<file path="config.mk">
export PLATFORM = sky130hd
export DESIGN_NAME = dac_output_select
export DESIGN_NICKNAME = d
export VERILOG_FILES = /design/src/rtl/uberclock_pkg.sv /design/src/rtl/dac_output_select.sv
export SDC_FILE = /design/constraint.sdc
export NUM_CORES = 1
export LEC_CHECK = 0
export ABC_AREA = 1
export BUFFER_PORTS_ARGS = -buffer_cell sky130_fd_sc_hd__buf_2
export CORE_MARGIN = 2
export CORE_UTILIZATION = 51
export DETAILED_ROUTE_END_ITERATION = 6
export GPL_ROUTABILITY_DRIVEN = 1
export GPL_TIMING_DRIVEN = 1
export PLACE_DENSITY = 0.93
export SYNTH_ARGS = -nofsm -noshare
export SYNTH_HDL_FRONTEND = slang
export SYNTH_SLANG_ARGS = --single-unit
export TNS_END_PERCENT = 5
</file>
<file path="constraint.sdc">
create_clock -name sys_clk -period 3.52 [get_ports sys_clk]
set_clock_uncertainty 0.15 [all_clocks]
set_input_delay 0.528 -clock sys_clk [delete_from_list [all_inputs] [get_ports sys_clk]]
set_output_delay 0.528 -clock sys_clk [all_outputs]
set_load 0.05 [all_outputs]
</file>
<file path="src/rtl/uberclock_pkg.sv">
package uberclock_pkg;

    // ------------------------------------------------------------------
    // datapath widths
    // ------------------------------------------------------------------
    localparam int NUM_CH     = 5;
    localparam int SAMPLE_W   = 16;
    localparam int GAIN_W     = 32;
    // gain is fixed point with 30 fractional bits
    localparam int GAIN_SHIFT = 30;
    localparam int ADC_W      = 12;
    localparam int DAC_W      = 14;
    // midscale of the offset-binary dac
    localparam int DAC_OFFSET = 8192;
    localparam int SUM_W      = 19;

    typedef logic signed [SAMPLE_W-1:0] sample_t;
    typedef logic [DAC_W-1:0] dac_word_t;

    // dac source codes, anything not listed falls to the sum
    typedef enum logic [3:0] {
        SRC_GAIN0 = 4'd0,
        SRC_GAIN1 = 4'd1,
        SRC_GAIN2 = 4'd2,
        SRC_GAIN3 = 4'd3,
        SRC_GAIN4 = 4'd4,
        SRC_ADC0  = 4'd11,
        SRC_ADC1  = 4'd12,
        SRC_SUM   = 4'd15
    } dac_src_e;

    typedef enum logic [1:0] {
        CAP_IDLE = 2'd0,
        CAP_RUN  = 2'd1,
        CAP_DONE = 2'd2
    } cap_state_e;

    // ------------------------------------------------------------------
    // wishbone register map
    // ------------------------------------------------------------------
    localparam int WB_ADR_W = 13;
    localparam int WB_DAT_W = 16;
    localparam logic [WB_ADR_W-1:0] REG_CTRL   = 13'd0;
    localparam logic [WB_ADR_W-1:0] REG_STATUS = 13'd1;
    // set means the access goes to the capture memory
    localparam int MEM_BASE_BIT = 12;

endpackage
</file>
<file path="src/rtl/dac_output_select.sv">
`timescale 1ns/1ns

module dac_output_select (
    input  logic                                              sys_clk,
    input  logic                                              rst,
    input  logic [uberclock_pkg::ADC_W-1:0]                   i_adc0,
    input  logic [uberclock_pkg::ADC_W-1:0]                   i_adc1,
    input  uberclock_pkg::sample_t [uberclock_pkg::NUM_CH-1:0] i_gained,
    input  logic signed [uberclock_pkg::SUM_W-1:0]            i_sum_full,
    input  logic [3:0]                                        i_dac1_sel,
    input  logic [3:0]                                        i_dac2_sel,
    output uberclock_pkg::dac_word_t                          o_dac1_data,
    output uberclock_pkg::dac_word_t                          o_dac2_data
);
    localparam int MSB = uberclock_pkg::ADC_W - 1;
    localparam int SUM_LSB = uberclock_pkg::SUM_W - uberclock_pkg::DAC_W;

    // adc words in two's complement
    logic [uberclock_pkg::ADC_W-1:0] adc0_c;
    logic [uberclock_pkg::ADC_W-1:0] adc1_c;

    // offset binary in, flip the msb
    always_ff @(posedge sys_clk or posedge rst) begin
        if (rst) begin
            adc0_c <= '0;
            adc1_c <= '0;
        end else begin
            adc0_c <= {~i_adc0[MSB], i_adc0[MSB-1:0]};
            adc1_c <= {~i_adc1[MSB], i_adc1[MSB-1:0]};
        end
    end

    // ------------------------------------------------------------------
    // source mux, shared by both dacs
    // ------------------------------------------------------------------
    function automatic uberclock_pkg::dac_word_t pick(input logic [3:0] sel);
        uberclock_pkg::dac_word_t word;
        case (uberclock_pkg::dac_src_e'(sel))
            uberclock_pkg::SRC_GAIN0, uberclock_pkg::SRC_GAIN1,
            uberclock_pkg::SRC_GAIN2, uberclock_pkg::SRC_GAIN3,
            uberclock_pkg::SRC_GAIN4: word = i_gained[sel[2:0]][15:2];
            // 12 bit adc word up into the 14 bit range
            uberclock_pkg::SRC_ADC0:  word = {adc0_c, 2'b00};
            uberclock_pkg::SRC_ADC1:  word = {adc1_c, 2'b00};
            default:                  word = i_sum_full[uberclock_pkg::SUM_W-1:SUM_LSB];
        endcase
        return word;
    endfunction

    // add midscale, wraps mod 2^14
    always_ff @(posedge sys_clk or posedge rst) begin
        if (rst) begin
            o_dac1_data <= '0;
            o_dac2_data <= '0;
        end else begin
            o_dac1_data <= pick(i_dac1_sel) + uberclock_pkg::DAC_W'(uberclock_pkg::DAC_OFFSET);
            o_dac2_data <= pick(i_dac2_sel) + uberclock_pkg::DAC_W'(uberclock_pkg::DAC_OFFSET);
        end
    end

endmodule

</file>
==> reports/qor.yml <==
worst_setup_path:
  crit_fanout: 32
  cp_slowest_cell: "inv_2"
  crit_arrival_ns: 2.48
  critPathLaunchType: "input port"
  critPathKind: "in2reg"
  critical-path-top-delay-family: "simple AND/OR/NAND/NOR gates"
  worstPathRequired_ns: 3.56
  cpPeakStageDelay_ns: 0.42
  crit_top_cell: "nand2_1"
  critPathCaptureType: "flop"
  path_cells: "buf_2, inv_2, nor2_1, nand2_1, nand2_1, nor2_4, nor2_1, nand2_1, nand2_1"
  crit_buf_inv: 2
yosys:
  synth_area_per_cell_um2: 6.229
  synth_cell_types: 15
  synthCells: 553
  yosys.area.top_type_share_pct: 37.78
  synth_seq_cells: 52
  ys_warn_count: 0
  synth_nets: 686
  yosysSeqAreaShare_pct: 37.78
  synthesis.area_mm2: 0.003445
  yosys-top-cells-area: "dfrtp_1 38%, nand2_1 29%, nand3_1 7.8%, nor2_1 6.3%, nand3b_1 4.8%"
  yosysTopAreaCell: "dfrtp_1"
layout:
  nets: 810
  fillCellCount: 576
  layout-drive-gt1-share_pct: 24.37
  syn_to_final_growth_pct: 23.47
  multiInputGateArea_mm2: 0.001869
  n_antenna_cell: 0
  regArea_mm2: 0.001301
pwr:
  intPower_w: 0.001078
  power.share.clock_pct: 28.3
  swShare_pct: 34.23
  p_switching_w: 0.0005611
  pwr-share-comb_pct: 31.2
  leakagePower_nw: 2.430
  p_per_area_mw_per_mm2: 385.4
  p_seq_share_pct: 40.5
  vdd_ir_drop_max_uv: 268.2
place:
  dp_hpwl_mm: 7.604
  place_congestion: 0.8971
  portBuffers: 145
route:
  num_vias: 4103
  wl_per_cell_um: 13.78
  first_iter_violations: 262
  firstDrtPassIters: 5
  routed_wl_mm: 10.39
  drc: 0
  ant_nets: 0
  viasPerCell: 5.442
global_routing:
  grt_overflow: 0
  grt_util_all_layers_pct: 27.67
  grt_pass1_wl_mm: 16.22
  antenna_found_initial: 0
  first_global_vias: 3755
  grt_max_degree: 53
timing:
  maxSlewViolCount: 0
  setup_viol: 0
  max_slew_margin_pct: 31.61
  fin_hold_ws_ns: 0.1775
  fin_setup_tns_ns: 0
  worst_slew_pin_slew_ns: 1.024
  hold_viol_final: 0
  finalCritPeriodShare_pct: 69.37
  max_freq_ghz: 0.4095
  min_period_ns: 2.442
  grt_setup_unrepaired: "false"
run_status:
  run_status: "completed"
cts:
  ctsHoldBuffers: 0
  cts_setup_buffers: 0
  numClockSinks: 52
  clockBufferDepth: 2
  cts_root_buf: "clkbuf_8"
  cts.clk_slew.worst_paths_ns: 0.09
  htreeDepth: 2
  numCtsBuffers: 5
  cts_tree: "yes"
  clk_latency_ns: 0.30
  cts_resized: 0
floorplanning:
  die_w_um: 86.18
  io_pins: 161
  die_area_mm2: 0.007427
  fp-row-count: 29
  core_mm2: 0.006459
  initial_core_util_pct: 53.33
  die_h_um: 86.18
job:
  drv_cap: 0
min_path:
  hp-class: "in2reg"
worst paths after layout:
| kind | from | endpoint | slack [ns] | cells past startpoint |
|---|---|---|---|---|
| max reg2reg | adc1_c[0] | o_dac1_data[2] | 2.55 | 3 |
| min in group asynchronous | rst | o_dac1_data[11] | 0.32 | 2 |
| min | i_adc1[9] | adc1_c[9] | 0.18 | 1 |
| min reg2reg | adc1_c[9] | o_dac2_data[11] | 0.43 | 3 |
| max | i_dac1_sel[0] | o_dac1_data[13] | 1.08 | 9 |
| max in group asynchronous | rst | adc0_c[11] | 2.26 | 2 |
kinds of logic (layout without fill, tap and decap cells):
kind of cell	after synthesis	count (layout)	share of synthesized area (%)
flops	52	52	37.78
simple gates	404	404	48.82
buf+inv	61	185	7.955
compound gates	36	36	5.449
stage by stage:
step	setup WS [ns]	total power (W)	cells	area, µm²	util [%]
2_1_floorplan	1.584	0.001020	553	3445	-
3_3_place_gp	0.9114	0.001170	747	4124	63.85
3_5_place_dp	0.8222	0.001182	747	4124	63.85
4_1_cts	1.133	0.001635	754	4253	65.85
5_1_grt	0.9713	0.001722	754	4253	65.85
6_report	1.078	0.001639	754	4253	65.85
final cells by class:
type	instances	share of cell area, %
inverter	31	2.736
multi-input combinational	440	43.95
clock buffer	5	1.618
sequential	52	30.60
timing repair buffer	147	17.42
tap	77	2.265
clock inverter	2	1.412
synthesized netlist by cell type:
library cell and number:
nand2_1 268, nor2_1 58, nand3_1 54, dfrtp_1 52
inv_1 25, nand3b_1 22, o21ai_0 19, clkbuf_1 14
buf_2 12, a21oi_1 8, o21ai_1 7, inv_2 6
buf_6 4, nor2_4 2, o21ai_2 2
power by group through the flow:
| stage | clock network (W) | logic, W | registers [W] |
|---|---|---|---|
| 2_1_floorplan | 0 | 0.000206 | 0.000814 |
| 3_3_place_gp | 0 | 0.000494 | 0.000676 |
| 3_5_place_dp | 0 | 0.000506 | 0.000676 |
| 4_1_cts | 0.000461 | 0.000509 | 0.000665 |
| 5_1_grt | 0.000495 | 0.000557 | 0.000669 |
| 6_report | 0.000464 | 0.000511 | 0.000664 |
worst reg2reg max path, delay by kind of cell (launching register included):
family	cells	cell delay (ns)
AO/OA/AOI/OAI	1	0.07
flip-flops	1	0.39
AND/OR/NAND/NOR	2	0.24
layer usage:
| layer | track usage, % | vias up | routed length (µm) |
|---|---|---|---|
| met5 | 0 | - | 0 |
| met4 | 11.51 | 0 | 407 |
| met3 | 4.286 | 44 | 815 |
| met2 | 49.61 | 234 | 5132 |
| met1 | 33.07 | 1858 | 4033 |
| li1 | - | 1967 | - |
sequential cells by signal (all words and copies together), names as in the netlist:
name,count
adc1_c,12
o_dac1_data,14
o_dac2_data,14
adc0_c,12
placed cells by master (no fill, tap or decap):
cell	instances
nand2_1	268
buf_2	145
nor2_1	58
nand3_1	54
dfrtp_1	52
inv_1	24
nand3b_1	22
o21ai_0	19
a21oi_1	8
inv_2	7
o21ai_1	7
clkbuf_8	5
o21ai_2	2
nor2_4	2
bufinv_16	2
buf_4	2
Note: power is estimated with default switching activity, not from simulation.
