`config.mk`:
```
export PLATFORM = sky130hd
export DESIGN_NAME = wb_capture_port_flat
export DESIGN_NICKNAME = d
export VERILOG_FILES = /design/src/rtl/uberclock_pkg.sv /design/src/rtl/cap_if.sv /design/src/rtl/wb_capture_port.sv /design/src/flat_wrapper.sv
export SDC_FILE = /design/constraint.sdc
export NUM_CORES = 1
export LEC_CHECK = 0
export BUFFER_PORTS_ARGS = -buffer_cell sky130_fd_sc_hd__buf_2
export CORE_MARGIN = 3
export CORE_UTILIZATION = 37
export DETAILED_ROUTE_END_ITERATION = 8
export GPL_TIMING_DRIVEN = 0
export HOLD_SLACK_MARGIN = 0.03
export PLACE_DENSITY = 0.81
export SLEW_MARGIN = 20
export SYNTH_ARGS = -nofsm -noshare
export SYNTH_HDL_FRONTEND = slang
export SYNTH_SLANG_ARGS = --single-unit
```
`constraint.sdc`:
```
create_clock -name sys_clk -period 2.3 [get_ports sys_clk]
set_input_delay 0.46 -clock sys_clk [delete_from_list [all_inputs] [get_ports sys_clk]]
set_output_delay 0.46 -clock sys_clk [all_outputs]
set_load 0.005 [all_outputs]
```
`src/rtl/uberclock_pkg.sv`:
```
package uberclock_pkg;

    // ------------------------------------------------------------------
    // datapath widths
    // ------------------------------------------------------------------
    localparam int NUM_CH     = 5;
    localparam int SAMPLE_W   = 16;
    localparam int GAIN_W     = 32;
    // gain is fixed point with 30 fractional bits
    localparam int GAIN_SHIFT = 30;
    localparam int ADC_W      = 12;
    localparam int DAC_W      = 14;
    // midscale of the offset-binary dac
    localparam int DAC_OFFSET = 8192;
    localparam int SUM_W      = 19;

    typedef logic signed [SAMPLE_W-1:0] sample_t;
    typedef logic [DAC_W-1:0] dac_word_t;

    // dac source codes, anything not listed falls to the sum
    typedef enum logic [3:0] {
        SRC_GAIN0 = 4'd0,
        SRC_GAIN1 = 4'd1,
        SRC_GAIN2 = 4'd2,
        SRC_GAIN3 = 4'd3,
        SRC_GAIN4 = 4'd4,
        SRC_ADC0  = 4'd11,
        SRC_ADC1  = 4'd12,
        SRC_SUM   = 4'd15
    } dac_src_e;

    typedef enum logic [1:0] {
        CAP_IDLE = 2'd0,
        CAP_RUN  = 2'd1,
        CAP_DONE = 2'd2
    } cap_state_e;

    // ------------------------------------------------------------------
    // wishbone register map
    // ------------------------------------------------------------------
    localparam int WB_ADR_W = 13;
    localparam int WB_DAT_W = 16;
    localparam logic [WB_ADR_W-1:0] REG_CTRL   = 13'd0;
    localparam logic [WB_ADR_W-1:0] REG_STATUS = 13'd1;
    // set means the access goes to the capture memory
    localparam int MEM_BASE_BIT = 12;

endpackage
```
`src/rtl/cap_if.sv`:
```
`timescale 1ns/1ns

interface cap_if #(
    parameter int CAP_DEPTH = 2048
);
    localparam int AW = $clog2(CAP_DEPTH);

    // control from the bus side
    logic                       arm;
    logic [2:0]                 dbg_sel;
    logic [AW-1:0]              rd_addr;
    // status and readout from the buffer side
    uberclock_pkg::cap_state_e  state;
    uberclock_pkg::sample_t     rd_data;

    modport bus (
        output arm,
        output dbg_sel,
        output rd_addr,
        input  state,
        input  rd_data
    );

    // capture buffer side
    modport buffer (
        input  arm,
        input  dbg_sel,
        input  rd_addr,
        output state,
        output rd_data
    );

endinterface

```
`src/rtl/wb_capture_port.sv`:
```
`timescale 1ns/1ns

module wb_capture_port #(
    parameter int CAP_DEPTH = 2048
) (
    input  logic                                 sys_clk,
    input  logic                                 rst,
    input  logic                                 i_wb_cyc,
    input  logic                                 i_wb_stb,
    input  logic                                 i_wb_we,
    input  logic [uberclock_pkg::WB_ADR_W-1:0]   i_wb_adr,
    input  logic [uberclock_pkg::WB_DAT_W-1:0]   i_wb_dat,
    output logic [uberclock_pkg::WB_DAT_W-1:0]   o_wb_dat,
    output logic                                 o_wb_ack,
    cap_if.bus                                   cap
);
    localparam int AW = $clog2(CAP_DEPTH);
    localparam int DW = uberclock_pkg::WB_DAT_W;

    logic                  req;
    logic                  mem_hit;
    logic                  ctrl_wr;
    logic [2:0]            dbg_sel_q;
    logic                  arm_q;
    logic [DW-1:0]         rd_word;

    // new request only while no ack is out
    assign req     = i_wb_cyc && i_wb_stb && !o_wb_ack;
    assign mem_hit = i_wb_adr[uberclock_pkg::MEM_BASE_BIT];
    assign ctrl_wr = req && i_wb_we && !mem_hit && (i_wb_adr == uberclock_pkg::REG_CTRL);

    // read mux
    always_comb begin
        if (mem_hit) begin
            rd_word = cap.rd_data;
        end else if (i_wb_adr == uberclock_pkg::REG_STATUS) begin
            rd_word = {{(DW-2){1'b0}},
                       cap.state == uberclock_pkg::CAP_RUN,
                       cap.state == uberclock_pkg::CAP_DONE};
        end else if (i_wb_adr == uberclock_pkg::REG_CTRL) begin
            rd_word = {{(DW-4){1'b0}}, dbg_sel_q, 1'b0};
        end else begin
            rd_word = '0;
        end
    end

    // ------------------------------------------------------------------
    // ack, control register and arm pulse
    // ------------------------------------------------------------------
    always_ff @(posedge sys_clk or posedge rst) begin
        if (rst) begin
            o_wb_ack  <= 1'b0;
            dbg_sel_q <= '0;
            arm_q     <= 1'b0;
        end else begin
            o_wb_ack <= req;
            arm_q    <= ctrl_wr && i_wb_dat[0];
            if (ctrl_wr) begin
                dbg_sel_q <= i_wb_dat[3:1];
            end
        end
    end

    // read data lines up with the ack
    always_ff @(posedge sys_clk) begin
        if (req && !i_wb_we) begin
            o_wb_dat <= rd_word;
        end
    end

    assign cap.arm     = arm_q;
    assign cap.dbg_sel = dbg_sel_q;
    assign cap.rd_addr = i_wb_adr[AW-1:0];

endmodule

```
`src/flat_wrapper.sv`:
```
// flat-port wrapper written by rule: the top's interface ports become plain ports
module wb_capture_port_flat 
#(
    parameter int CAP_DEPTH = 2048
)
  (sys_clk, rst, i_wb_cyc, i_wb_stb, i_wb_we, i_wb_adr, i_wb_dat, o_wb_dat, o_wb_ack, cap_arm, cap_dbg_sel, cap_rd_addr, cap_state, cap_rd_data);
  cap_if #(.CAP_DEPTH(CAP_DEPTH)) cap_i ();
  input  logic sys_clk;
  input  logic rst;
  input  logic i_wb_cyc;
  input  logic i_wb_stb;
  input  logic i_wb_we;
  input  logic [uberclock_pkg::WB_ADR_W-1:0] i_wb_adr;
  input  logic [uberclock_pkg::WB_DAT_W-1:0] i_wb_dat;
  output logic [uberclock_pkg::WB_DAT_W-1:0] o_wb_dat;
  output logic o_wb_ack;
  output wire logic [$bits(cap_i.arm)-1:0] cap_arm;
  output wire logic [$bits(cap_i.dbg_sel)-1:0] cap_dbg_sel;
  output wire logic [$bits(cap_i.rd_addr)-1:0] cap_rd_addr;
  input wire logic [$bits(cap_i.state)-1:0] cap_state;
  input wire logic [$bits(cap_i.rd_data)-1:0] cap_rd_data;
  assign cap_arm = cap_i.arm;
  assign cap_dbg_sel = cap_i.dbg_sel;
  assign cap_rd_addr = cap_i.rd_addr;
  assign cap_i.state = cap_state;
  assign cap_i.rd_data = cap_rd_data;
  wb_capture_port #(.CAP_DEPTH(CAP_DEPTH)) u_core (.sys_clk(sys_clk), .rst(rst), .i_wb_cyc(i_wb_cyc), .i_wb_stb(i_wb_stb), .i_wb_we(i_wb_we), .i_wb_adr(i_wb_adr), .i_wb_dat(i_wb_dat), .o_wb_dat(o_wb_dat), .o_wb_ack(o_wb_ack), .cap(cap_i));
endmodule
```
==> key figures <==
Synth
  • Syn Inst Count: 71
  • Synthesized Nets: roughly 120
  • Synth Register Bits: 21
  • Seq/Total Area, Yosys: 0.622
  • Netlist cell types: 21
  • Yosys warns: 0
  • Mapped Area: ~1000 µm²
  • Syn Area/Cell: ~14 µm²

Pwr
  • Leak Pwr: approximately 0.70 nW
  • Comb power frac: 0.147
  • Max VDD drop: ~0.29 mV
  • Seq pwr share: 0.611
  • Clock Power Share: 0.242
  • Power Total: ~700 µW
  • Power Dens Cells: 490 nW/µm²
  • Sw power: 144 µW
  • Pint: ~550 µW
  • Switching Share: 0.208

Clocking
  • Clock Path Buffers: 2
  • CTS clk-pin slew, worst paths: roughly 0.11 ns
  • Root Driver: clkbuf_4
  • CTS tree: yes
  • Cts hold-fix bufs: 0
  • Clk_lat worst skew: just under 0.3 ns
  • H-Tree Level Count: 1
  • Clk sinks: 21
  • CTS Buf Count: 3
  • Post-cts repair resize count: 0
  • Postcts setup bufs: 0

Layout
  • Fin cells: approximately 180
  • Fillers: ~220
  • Layout cells sized above 1: 0.680
  • Antenna diode count: 0
  • Synth-to-layout area growth: 44.5%
  • Fin nets: 200
  • Core Util, Final: 0.596
  • Finished Cell Area: around 1400 µm²

Global route
  • Total track usage: 0.131
  • Grt met1 use: 0.157
  • Met3 Use GR: 0.0317
  • Met2 usage: 0.238
  • Global-route wire length before repair: 3450 µm
  • Gr busiest metal: met2
  • Largest net degree at the start of global routing: 12
  • Number of global-route vias before repair: slightly above 800
  • Initial antenna violation count: 0
  • Remaining Overflow, GRT: 0

STA
  • Slew @ Worst Pin: about 0.5 ns
  • Min Clock Period, post-route: 1.51 ns
  • Final worst path period share: 0.655
  • Fmax: between 0.6 and 0.7 GHz
  • Clock Skews: approximately 0.0048 ns
  • Final setup viols: 0
  • Slew Viols, Final: 0
  • RSZ-0062 raised after global routing: false
  • Endpoints failing hold: 0
  • Slew Limit Headroom: 0.665

Placed design
  • IO buf count: approximately 70
  • Placed cell area: roughly 1400 µm²
  • Final GP Congestion: about 0.7
  • Placed cell count: 171

Floorplan
  • Die H: ~57 µm
  • Total die area: roughly 3300 µm²
  • Die Wd: approximately 57 µm
  • I/O Pins: 84
  • Initial Utilization: 0.412
  • Core Region: between 2000 and 2500 µm²
  • Core Rows: 17

Hold path
  • Hold/Removal Path Class: in2async

Setup path
  • Worst Path Required: approximately 2.5 ns
  • WS Path Type: in2reg
  • Critical path's top delay family: simple AND/OR/NAND/NOR gates
  • Worst setup SP type: input pin
  • Buf/Inv on CP: 1
  • Max incr delay on CP: roughly 0.30 ns
  • Critical path cell sequence: buf_2, nor4_2, and4b_1, and3_4, mux2_4
  • Worst Path Arrival: about 1.7 ns
  • CP endpoint kind: register
  • Slowest-stage cell, CP: nor4_2
  • Crit Path Max Fanout: 4

Flow run
  • Max-Cap Viols: 0

Routing
  • Vias: 785
  • Antenna viol nets, final: 0
  • WL/cell: approximately 12 µm
  • DRT Pass-1 Iters: 2
  • Via-per-instance ratio: roughly 4.5
  • Detailed Route Iter0 Violations: 13
  • Routed Wire Length: 2120 µm
  • # DRC: 0

Status
  • Status: complete, no violations
flip-flops by register name, summed over array words and instances (netlist names):
name                flops
u_core.o_wb_dat        16
u_core.o_wb_ack         1
u_core.cap.dbg_sel      3
u_core.cap.arm          1
Yosys cell counts:
library cell | count | area share
and2_1 | 8 | 0.051
and2_2 | 5 | 0.039
mux2_4 | 3 | 0.046
edfxtp_1 | 16 | 0.49
nor2_1 | 2 | 0.0077
a22o_2 | 2 | 0.021
nor3_1 | 1 | 0.0051
o31ai_1 | 1 | 0.0077
nor4_1 | 2 | 0.013
inv_1 | 2 | 0.0077
o21ai_0 | 1 | 0.0051
and3_4 | 1 | 0.012
a21oi_1 | 1 | 0.0051
nand3_1 | 1 | 0.0051
nor4_4 | 1 | 0.022
dfrtp_1 | 5 | 0.13
nand2_1 | 5 | 0.019
nor4_2 | 1 | 0.013
buf_4 | 11 | 0.085
and4b_1 | 1 | 0.010
clkbuf_1 | 1 | 0.0039
per-stage QoR:
stage	worst slack [ns]	hold WS, ns	TNS [ns]
4_1_cts	0.784	0.0355	0
6_report	0.793	0.0384	0
3_3_place_gp	-0.166	0.362	-2.64
5_1_grt	0.669	0.0352	0
3_5_place_dp	0.460	0.370	0
2_1_floorplan	0.243	0.239	0
layout by cell type, fill, tap and decap left out:
cell type,synthesis,final
nor4_1,2,2
a21oi_1,1,1
and3_4,1,1
a22o_2,2,2
clkbuf_1,1,2
and4b_1,1,1
o31ai_1,1,1
clkbuf_4,0,3
and2_1,8,8
buf_4,11,11
buf_2,0,71
and2_2,5,5
edfxtp_1,16,16
dfrtp_1,5,5
nand2_1,5,5
o21ai_0,1,1
nor2_1,2,2
mux2_4,3,3
nor4_4,1,1
nor4_2,1,1
buf_6,0,1
inv_1,2,2
nand3_1,1,1
nor3_2,0,1
cell families (layout without fill, tap and decap cells):
family	count (synthesis)	after routing	synth area share
AO/OA/AOI/OAI	5	5	0.0386
buffers and inverters	14	90	0.0964
flip-flops	21	21	0.622
multiplexers	3	3	0.0463
AND/OR/NAND/NOR	28	28	0.197
power by group through the flow:
stage,combinational (mW),clock (mW),sequential (mW)
CTS,0.104,0.177,0.421
detailed placement,0.103,0,0.429
floorplan,0.0378,0,0.430
finish,0.102,0.166,0.420
global placement,0.0976,0,0.429
global route,0.114,0.189,0.421
final cells by class:
type                            count  area (µm²)  share of cell area
Tap cell                           28        35.0              0.0249
Clock buffer                        4        26.3              0.0187
Inverter                            2        7.51             0.00534
Timing Repair Buffer               72         367               0.261
Sequential cell                    21         606               0.431
Buffer                             12        86.3              0.0614
Multi-Input combinational cell     36         279               0.198
routing by layer:
metal / share of wire / vias up
met4: 0 / 0
met5: 0 / -
met2: 0.50 / 46
met1: 0.41 / 342
met3: 0.098 / 0
li1: - / 397
worst paths after layout:
path | from | cells past startpoint | to | slack [ns]
hold / removal | rst | 2 | u_core.cap.dbg_sel[0] | 0.04
min in group sys_clk | i_wb_dat[0] | 2 | u_core.cap.arm | 0.38
max in group asynchronous | rst | 2 | u_core.cap.arm | 2.10
setup / recovery | i_wb_adr[5] | 5 | u_core.cap.dbg_sel[0] | 0.79
setup reg to reg | u_core.o_wb_ack | 2 | u_core.o_wb_dat[15] | 0.94
hold reg to reg | u_core.o_wb_ack | 1 | u_core.o_wb_ack | 0.49
Power figures use the tool's default switching activity.
