### src/rtl/uberclock_pkg.sv
package uberclock_pkg;

    // ------------------------------------------------------------------
    // datapath widths
    // ------------------------------------------------------------------
    localparam int NUM_CH     = 5;
    localparam int SAMPLE_W   = 16;
    localparam int GAIN_W     = 32;
    // gain is fixed point with 30 fractional bits
    localparam int GAIN_SHIFT = 30;
    localparam int ADC_W      = 12;
    localparam int DAC_W      = 14;
    // midscale of the offset-binary dac
    localparam int DAC_OFFSET = 8192;
    localparam int SUM_W      = 19;

    typedef logic signed [SAMPLE_W-1:0] sample_t;
    typedef logic [DAC_W-1:0] dac_word_t;

    // dac source codes, anything not listed falls to the sum
    typedef enum logic [3:0] {
        SRC_GAIN0 = 4'd0,
        SRC_GAIN1 = 4'd1,
        SRC_GAIN2 = 4'd2,
        SRC_GAIN3 = 4'd3,
        SRC_GAIN4 = 4'd4,
        SRC_ADC0  = 4'd11,
        SRC_ADC1  = 4'd12,
        SRC_SUM   = 4'd15
    } dac_src_e;

    typedef enum logic [1:0] {
        CAP_IDLE = 2'd0,
        CAP_RUN  = 2'd1,
        CAP_DONE = 2'd2
    } cap_state_e;

    // ------------------------------------------------------------------
    // wishbone register map
    // ------------------------------------------------------------------
    localparam int WB_ADR_W = 13;
    localparam int WB_DAT_W = 16;
    localparam logic [WB_ADR_W-1:0] REG_CTRL   = 13'd0;
    localparam logic [WB_ADR_W-1:0] REG_STATUS = 13'd1;
    // set means the access goes to the capture memory
    localparam int MEM_BASE_BIT = 12;

endpackage
### src/rtl/sum_tree.sv
`timescale 1ns/1ns

module sum_tree (
    input  logic                                              sys_clk,
    input  logic                                              rst,
    input  uberclock_pkg::sample_t [uberclock_pkg::NUM_CH-1:0] i_gained,
    input  logic [2:0]                                        i_final_shift,
    output logic signed [uberclock_pkg::SUM_W-1:0]            o_sum_full,
    output uberclock_pkg::dac_word_t                          o_sum_out
);
    localparam int W1 = uberclock_pkg::SAMPLE_W + 1;
    localparam int W2 = uberclock_pkg::SAMPLE_W + 2;
    // top 14 bits of the 19 bit sum
    localparam int TRUNC_LSB = uberclock_pkg::SUM_W - uberclock_pkg::DAC_W;

    // level 1 pairs, channel 4 rides along
    logic signed [W1-1:0] l1_a;
    logic signed [W1-1:0] l1_b;
    logic signed [W1-1:0] l1_d;
    // level 2
    logic signed [W2-1:0] l2_s;
    logic signed [W2-1:0] l2_d;
    // truncated sum before the final shift
    uberclock_pkg::dac_word_t trunc_q;

    // ------------------------------------------------------------------
    // adder pipeline
    // ------------------------------------------------------------------
    always_ff @(posedge sys_clk or posedge rst) begin
        if (rst) begin
            l1_a       <= '0;
            l1_b       <= '0;
            l1_d       <= '0;
            l2_s       <= '0;
            l2_d       <= '0;
            o_sum_full <= '0;
            trunc_q    <= '0;
        end else begin
            l1_a       <= $signed(i_gained[0]) + $signed(i_gained[1]);
            l1_b       <= $signed(i_gained[2]) + $signed(i_gained[3]);
            l1_d       <= $signed(i_gained[4]);
            l2_s       <= l1_a + l1_b;
            l2_d       <= l1_d;
            o_sum_full <= l2_s + l2_d;
            // drop the 5 lsbs, no rounding
            trunc_q    <= o_sum_full[uberclock_pkg::SUM_W-1:TRUNC_LSB];
        end
    end

    // shift of 0 leaves the word as is, overflow bits fall off
    assign o_sum_out = trunc_q << i_final_shift;

endmodule

### config.mk
export PLATFORM = sky130hd
export DESIGN_NAME = sum_tree
export DESIGN_NICKNAME = d
export VERILOG_FILES = /design/src/rtl/uberclock_pkg.sv /design/src/rtl/sum_tree.sv
export SDC_FILE = /design/constraint.sdc
export NUM_CORES = 1
export LEC_CHECK = 0
export BUFFER_PORTS_ARGS = -buffer_cell sky130_fd_sc_hd__buf_4
export CAP_MARGIN = 40
export CORE_MARGIN = 2
export CORE_UTILIZATION = 57
export CTS_BUF_LIST = sky130_fd_sc_hd__clkbuf_16
export CTS_CLUSTER_SIZE = 20
export DETAILED_ROUTE_END_ITERATION = 7
export GPL_TIMING_DRIVEN = 0
export PLACE_DENSITY = 0.81
export SYNTH_ARGS = -nofsm -noshare
export SYNTH_HDL_FRONTEND = slang
export SYNTH_SLANG_ARGS = --single-unit
### constraint.sdc
create_clock -name sys_clk -period 5.38 [get_ports sys_clk]
set_input_delay 1.614 -clock sys_clk [delete_from_list [all_inputs] [get_ports sys_clk]]
set_output_delay 1.614 -clock sys_clk [all_outputs]
set_load 0.05 [all_outputs]
==> flow_metrics.py, run 1 <==
metrics = {
    "pwr": {
        "vdd_ir_drop_max_uv": 310.8,
        "leakage_nw": 3.970,
        "total_power_w": 0.004502,
        "power.density_nw_per_um2": 530.2,
    },
    "sta": {
        "slew_violations": 0,
        "clock_skew_ns": 0.007389,
        "post-route-period-util": 0.8464,
        "hold_viol_final": 0,
        "rsz0062_at_grt": "no",
        "finalCriticalPeriod_ns": 4.553,
        "finalSetupTns_ns": 0,
        "fmax_mhz": 219.6,
        "worst_pin_slew_ns": 0.5746,
        "setup_violations": 0,
        "relSlewSlack": 0.6121,
    },
    "critical_path": {
        "crit_arrival_ns": 2.94,
        "critPathKind": "input pin to primary output",
        "path_buf_inv": 3,
        "cp-start-kind": "input pin",
        "cp_max_fo": 10,
        "critPathSlowestCell": "buf_2",
        "cp_top_family": "buffers and inverters",
        "endpoint_kind": "primary output",
        "crit_chain": "buf_2 > buf_2 > mux2i_1 > nand2_1 > a21oi_1 > a21oi_1 > buf_4",
        "critical_path_required_ns": 3.77,
        "cpPeakStageDelay_ns": 0.31,
    },
    "floorplan": {
        "pin_count": 118,
        "num_rows": 39,
        "initial_core_util": 0.5905,
        "coreArea_um2": 11520,
        "dieHeight_um": 113.2,
        "die-area_um2": 12820,
        "die_w_um": 113.2,
    },
    "yosys": {
        "synth_top_area_share": 0.4305,
        "ys_types": 65,
        "ys_top_cells_by_area": "dfrtp_1 (43%), ha_1 (12%), a21oi_1 (4.7%)",
        "yosys_warnings": 0,
        "syn_avg_cell_area_um2": 10.02,
        "synth_cells": 679,
        "synth_seq_cells": 117,
        "syn_area_um2": 6800,
        "yosysTopAreaCell": "dfrtp_1",
        "synthArstFlopShare": 1.000,
        "synth-edff-count": 0,
        "syn_nets": 835,
        "synthFlopType": "dfrtp_1",
        "yosysSeqAreaShare": 0.4305,
    },
    "placed_design": {
        "gp_congestion": 0.9310,
        "portBuffers": 114,
        "dp.final_hpwl_um": 11880,
        "place_inst": 938,
        "place_area_um2": 7878,
    },
    "clocking": {
        "clock_path_buffers": 2,
        "holdBufCountCts": 0,
        "cts_resized": 0,
        "clk_pin_slew_ns": 0.05,
        "cts_tree": "built",
        "cts_root_buf": "clkbuf_16",
        "clkSinkCount": 117,
        "htree_num_levels": 4,
        "cts_setup_buffers": 0,
        "numCtsBuffers": 17,
        "clock_latency_ns": 0.41,
    },
    "layout": {
        "nets": 970,
        "syn2layout_area_growth_pct": 24.88,
        "antenna_cells": 0,
        "stdcell_area_um2": 8492,
        "drive_gt1_frac": 0.2140,
        "fin_cells": 970,
    },
    "status": {
        "violations": "DRC",
        "status": "finished, violations left",
    },
    "detailed_routing": {
        "wire_per_inst_um": 16.02,
        "vias": 5633,
        "wl_um": 15540,
        "drtIter0Drc": 287,
        "first_pass_iters": 6,
        "vias_per_cell": 5.807,
        "drtAntennaViolNets": 0,
        "drc": 9,
    },
    "global_routing": {
        "grt_antenna_before_repair": 0,
        "grt_usage": 0.2542,
        "grt.overflow.total": 0,
        "grt_first_pass_wirelength_um": 25900,
        "grt_pass1_vias": 5626,
        "grt_max_degree": 45,
    },
    "min_path": {
        "hold_path_class": "register to register",
    },
    "job": {
        "maxCapViolCount": 0,
    },
}
[final cells by class]
class	count	area (um2)
buffer	21	92.59
clock buffer	17	425.4
clock inverter	15	188.9
fill	840	3024
inverter	23	88.84
multi-input combinational	518	3694
sequential	117	2928
tap	143	178.9
timing repair buffer	116	895.9
[registers in the layout, indices dropped and copies added, names as in the netlist]
name / flops
l1_a: 17
l1_b: 17
l1_d: 16
l2_d: 16
l2_s: 18
o_sum_full: 19
trunc_q: 14
[routing by layer]
metal  wire length, um  vias to the layer above  GRT usage  share of wire
met1              6202                     2648     0.2879           0.40
met2              8079                      172     0.4563           0.52
met3               639                       46    0.05142          0.041
li1                  -                     2767          -              -
met4               615                        0     0.1260          0.040
met5                 0                        -          0              0
[where the power goes]
part | total [W] | leakage (nW) | internal [W] | switching [W]
Clock | 0.00116 | 0.295 | 0.000768 | 0.000388
Combinational | 0.00208 | 2.31 | 0.000771 | 0.00131
Sequential | 0.00127 | 1.37 | 0.00115 | 0.000119
[worst paths after layout]
| check | from | endpoint | slack, ns | cells past startpoint |
|---|---|---|---|---|
| max | i_final_shift[1] | o_sum_out[12] | 0.83 | 7 |
| min | l1_d[3] | l2_d[3] | 0.34 | 0 |
| max reg2reg | l2_d[0] | o_sum_full[16] | 3.05 | 8 |
| min reg2reg | l1_d[3] | l2_d[3] | 0.34 | 0 |
| max in group asynchronous | rst | l1_b[15] | 3.35 | 4 |
| min in group asynchronous | rst | o_sum_full[0] | 1.21 | 2 |
[cell families (layout without fill, tap and decap cells)]
kind of cell / after synthesis / count (layout) / share of synthesized area
flip-flops: 117 / 117 / 0.4305
adder cells (fa/ha/maj): 71 / 71 / 0.1351
buffers and inverters: 44 / 192 / 0.02631
multiplexers: 17 / 17 / 0.02594
AO/OA/AOI/OAI: 202 / 202 / 0.1921
XOR/XNOR: 49 / 49 / 0.06311
AND/OR/NAND/NOR: 179 / 179 / 0.1270
[cell usage after synthesis (4+ instances only)]
cell,number
inv_1,23
a31oi_1,4
mux2i_1,12
o21a_1,10
nor2_1,41
ha_1,67
o211ai_1,13
clkbuf_1,10
mux2_2,5
a21oi_1,64
o21ai_0,41
xor2_1,28
xnor2_1,21
nand4_1,11
a21o_1,11
o31ai_1,5
nand2_1,63
nor3_1,11
dfrtp_1,117
a211oi_1,10
o22ai_1,4
nand2b_1,5
fa_1,4
nand3_1,16
and3_1,5
nor2b_1,7
buf_2,11
[cell usage in the layout, fill, tap and decap left out, drive strengths merged, types with 16 or more instances in the layout]
cell type  Yosys  layout
buf           11     127
xor2          28      28
inv           23      26
a21oi         65      65
o21ai         45      45
dfrtp        117     117
ha            67      67
nand2         63      63
nor2          41      41
xnor2         21      21
clkbuf        10      27
nand3         16      16
[worst register-to-register path, stage by stage, from the launching register on]
cell and delay, ns:
dfrtp_1 0.35, ha_1 0.22, inv_1 0.07, fa_1 0.41, nor2b_2 0.16, o31a_1 0.23
o31ai_2 0.14, or4_1 0.53, o2111ai_1 0.11
[metrics by stage]
step	setup slack (ns)	hold slack, ns	utilization
6_report	0.8266	0.3411	0.7374
5_1_grt	0.6986	0.3534	0.7374
2_1_floorplan	0.3973	0.3312	-
4_1_cts	0.8448	0.3427	0.7374
3_3_place_gp	-0.2896	0.3332	0.6804
3_5_place_dp	0.8481	0.3347	0.6841
(Power assumes the default switching activity.)
==> run 2, diff against run 1 <==
--- a/config.mk
+++ b/config.mk
@@ -8,12 +8,12 @@
 export BUFFER_PORTS_ARGS = -buffer_cell sky130_fd_sc_hd__buf_4
 export CAP_MARGIN = 40
 export CORE_MARGIN = 2
-export CORE_UTILIZATION = 57
+export CORE_UTILIZATION = 51
 export CTS_BUF_LIST = sky130_fd_sc_hd__clkbuf_16
 export CTS_CLUSTER_SIZE = 20
 export DETAILED_ROUTE_END_ITERATION = 7
 export GPL_TIMING_DRIVEN = 0
-export PLACE_DENSITY = 0.81
+export PLACE_DENSITY = 0.77
 export SYNTH_ARGS = -nofsm -noshare
 export SYNTH_HDL_FRONTEND = slang
 export SYNTH_SLANG_ARGS = --single-unit
==> constraint.sdc (replaced) <==
create_clock -name sys_clk -period 3.8 [get_ports sys_clk]
set_input_delay 1.14 -clock sys_clk [delete_from_list [all_inputs] [get_ports sys_clk]]
set_output_delay 1.14 -clock sys_clk [all_outputs]
set_load 0.05 [all_outputs]
==> run 2 against run 1 <==
Effect of this change:
- the run now ends clean
- routed wire length shrank 2.5%
- largest cell class unchanged
- register-to-register slack lost 1.5 ns
- clock skew grew 0.0030 ns
- largest power group unchanged
==> flow_metrics.py, run 2 (synthesis results as in run 1) <==
metrics = {
    "sta": {
        "clock_skew_ns": 0.01043,
        "slew_violations": 0,
        "finalCriticalPeriod_ns": 3.610,
        "fmax_mhz": 277.0,
        "post-route-period-util": 0.9500,
        "hold_viol_final": 0,
        "rsz0062_at_grt": "no",
        "relSlewSlack": 0.5912,
        "setup_violations": 0,
        "worst_pin_slew_ns": 0.6119,
    },
    "layout": {
        "nFillCells": 1070,
        "top_register": "o_sum_full",
        "largest_reg_flops": 19,
        "antenna_cells": 0,
        "final_util": 0.6484,
        "drive_gt1_frac": 0.2162,
        "stdcell_area_um2": 8518,
        "final_cell_mix": "dfrtp_1 (117), buf_4 (114), ha_1 (67)",
        "reg.largest.list": "o_sum_full x19, l2_s x18",
        "layout_commonest_cell": "dfrtp_1",
        "nets": 971,
        "syn2layout_area_growth_pct": 25.26,
        "fin_cells": 1004,
    },
    "detailed_routing": {
        "vias_per_cell": 5.674,
        "first_pass_iters": 5,
        "drtAntennaViolNets": 0,
        "wire_per_inst_um": 15.09,
        "wl_um": 15150,
        "vias": 5697,
        "drtIter0Drc": 288,
        "drc": 0,
    },
    "min_path": {
        "hold_path_class": "register to register",
    },
    "critical_path": {
        "r2r_slack_ns": 1.51,
        "crit_arrival_ns": 2.47,
        "cp-start-kind": "input pin",
        "critPathKind": "input pin to primary output",
        "r2r_start": "l2_s[0]",
        "rr_worst_depth": 8,
        "reg2reg_to": "o_sum_full[12]",
        "crit_end": "o_sum_out[4]",
        "critical_path_required_ns": 2.66,
        "cp_max_fo": 10,
        "startpoint": "i_final_shift[0]",
        "endpoint_kind": "primary output",
    },
    "global_routing": {
        "grt.overflow.total": 0,
        "grt_antenna_before_repair": 0,
        "grt_max_degree": 36,
        "grt_pass1_vias": 5640,
        "grt_usage": 0.2217,
        "grt_first_pass_wirelength_um": 25490,
    },
    "clocking": {
        "cts_resized": 0,
        "clk_pin_slew_ns": 0.05,
        "cts_tree": "built",
        "htree_num_levels": 4,
        "clkSinkCount": 117,
        "cts_setup_buffers": 0,
        "clock_latency_ns": 0.41,
        "numCtsBuffers": 17,
        "holdBufCountCts": 0,
        "clock_path_buffers": 2,
        "cts_root_buf": "clkbuf_16",
    },
    "floorplan": {
        "coreArea_um2": 13140,
        "initial_core_util": 0.5176,
        "dieHeight_um": 119.5,
        "die_w_um": 119.5,
        "pin_count": 118,
        "die-area_um2": 14270,
        "num_rows": 42,
    },
    "pwr": {
        "leakage_nw": 3.962,
        "power.density_nw_per_um2": 730.3,
        "vdd_ir_drop_max_uv": 386.4,
    },
    "placed_design": {
        "gp_congestion": 0.9362,
        "portBuffers": 114,
        "place_inst": 972,
        "dp.final_hpwl_um": 11720,
        "place_area_um2": 7950,
    },
    "status": {
        "status": "completed",
    },
    "job": {
        "maxCapViolCount": 0,
    },
}
## run 2: critical path, stage by stage
cell	delay (ns)
clkbuf_1	0.27
inv_1	0.10
clkbuf_1	0.23
o21ai_0	0.38
o22ai_1	0.14
buf_4	0.21
## run 2: how the worst min path moves through the flow
stage / start / endpoint / slack, ns / cells after the start
after global placement: l1_d[8] / l2_d[8] / 0.33 / 0
after floorplan: l1_d[0] / l2_d[0] / 0.33 / 0
after CTS: l1_d[3] / l2_d[3] / 0.34 / 0
after detailed placement: l1_d[3] / l2_d[3] / 0.33 / 0
after global routing: l1_d[0] / l2_d[0] / 0.34 / 0
final: l1_d[0] / l2_d[0] / 0.34 / 0
## run 2: metal layers
layer,track usage,part of all wire,up-vias,wire [um]
li1,-,-,2758,-
met1,0.2553,0.40,2702,6070
met2,0.3996,0.53,202,7979
met3,0.04358,0.042,35,644
met4,0.09485,0.030,0,458
met5,0,0,-,0
## run 2: layout make-up
cell class                      instances  area, um2  area share
Timing Repair Buffer                  117      915.9      0.1075
Clock buffer                           17      425.4     0.04994
Inverter                               23      90.09     0.01058
Sequential cell                       117       2928      0.3437
Clock inverter                         15      142.6     0.01675
Tap cell                              176      220.2     0.02585
Multi-Input combinational cell        518       3704      0.4348
Buffer                                 21      92.59     0.01087
## run 2: where the power goes
part           total (W)  internal (W)  leakage, nW  switching [W]
sequential       0.00179       0.00163         1.37       0.000163
clock            0.00151      0.000954        0.280       0.000552
combinational    0.00293       0.00109         2.31        0.00183
total            0.00622       0.00367         3.96        0.00255
## run 2: through the flow
step / hold WS [ns] / setup slack (ns) / total power, W / TNS (ns)
floorplan: 0.3312 / -0.01053 / 0.003939 / -0.01053
global placement: 0.3316 / 0.2831 / 0.004610 / 0
detailed placement: 0.3347 / 0.2278 / 0.004688 / 0
CTS: 0.3426 / 0.2298 / 0.006237 / 0
global route: 0.3435 / 0.1086 / 0.006609 / 0
finish: 0.3432 / 0.1899 / 0.006221 / 0
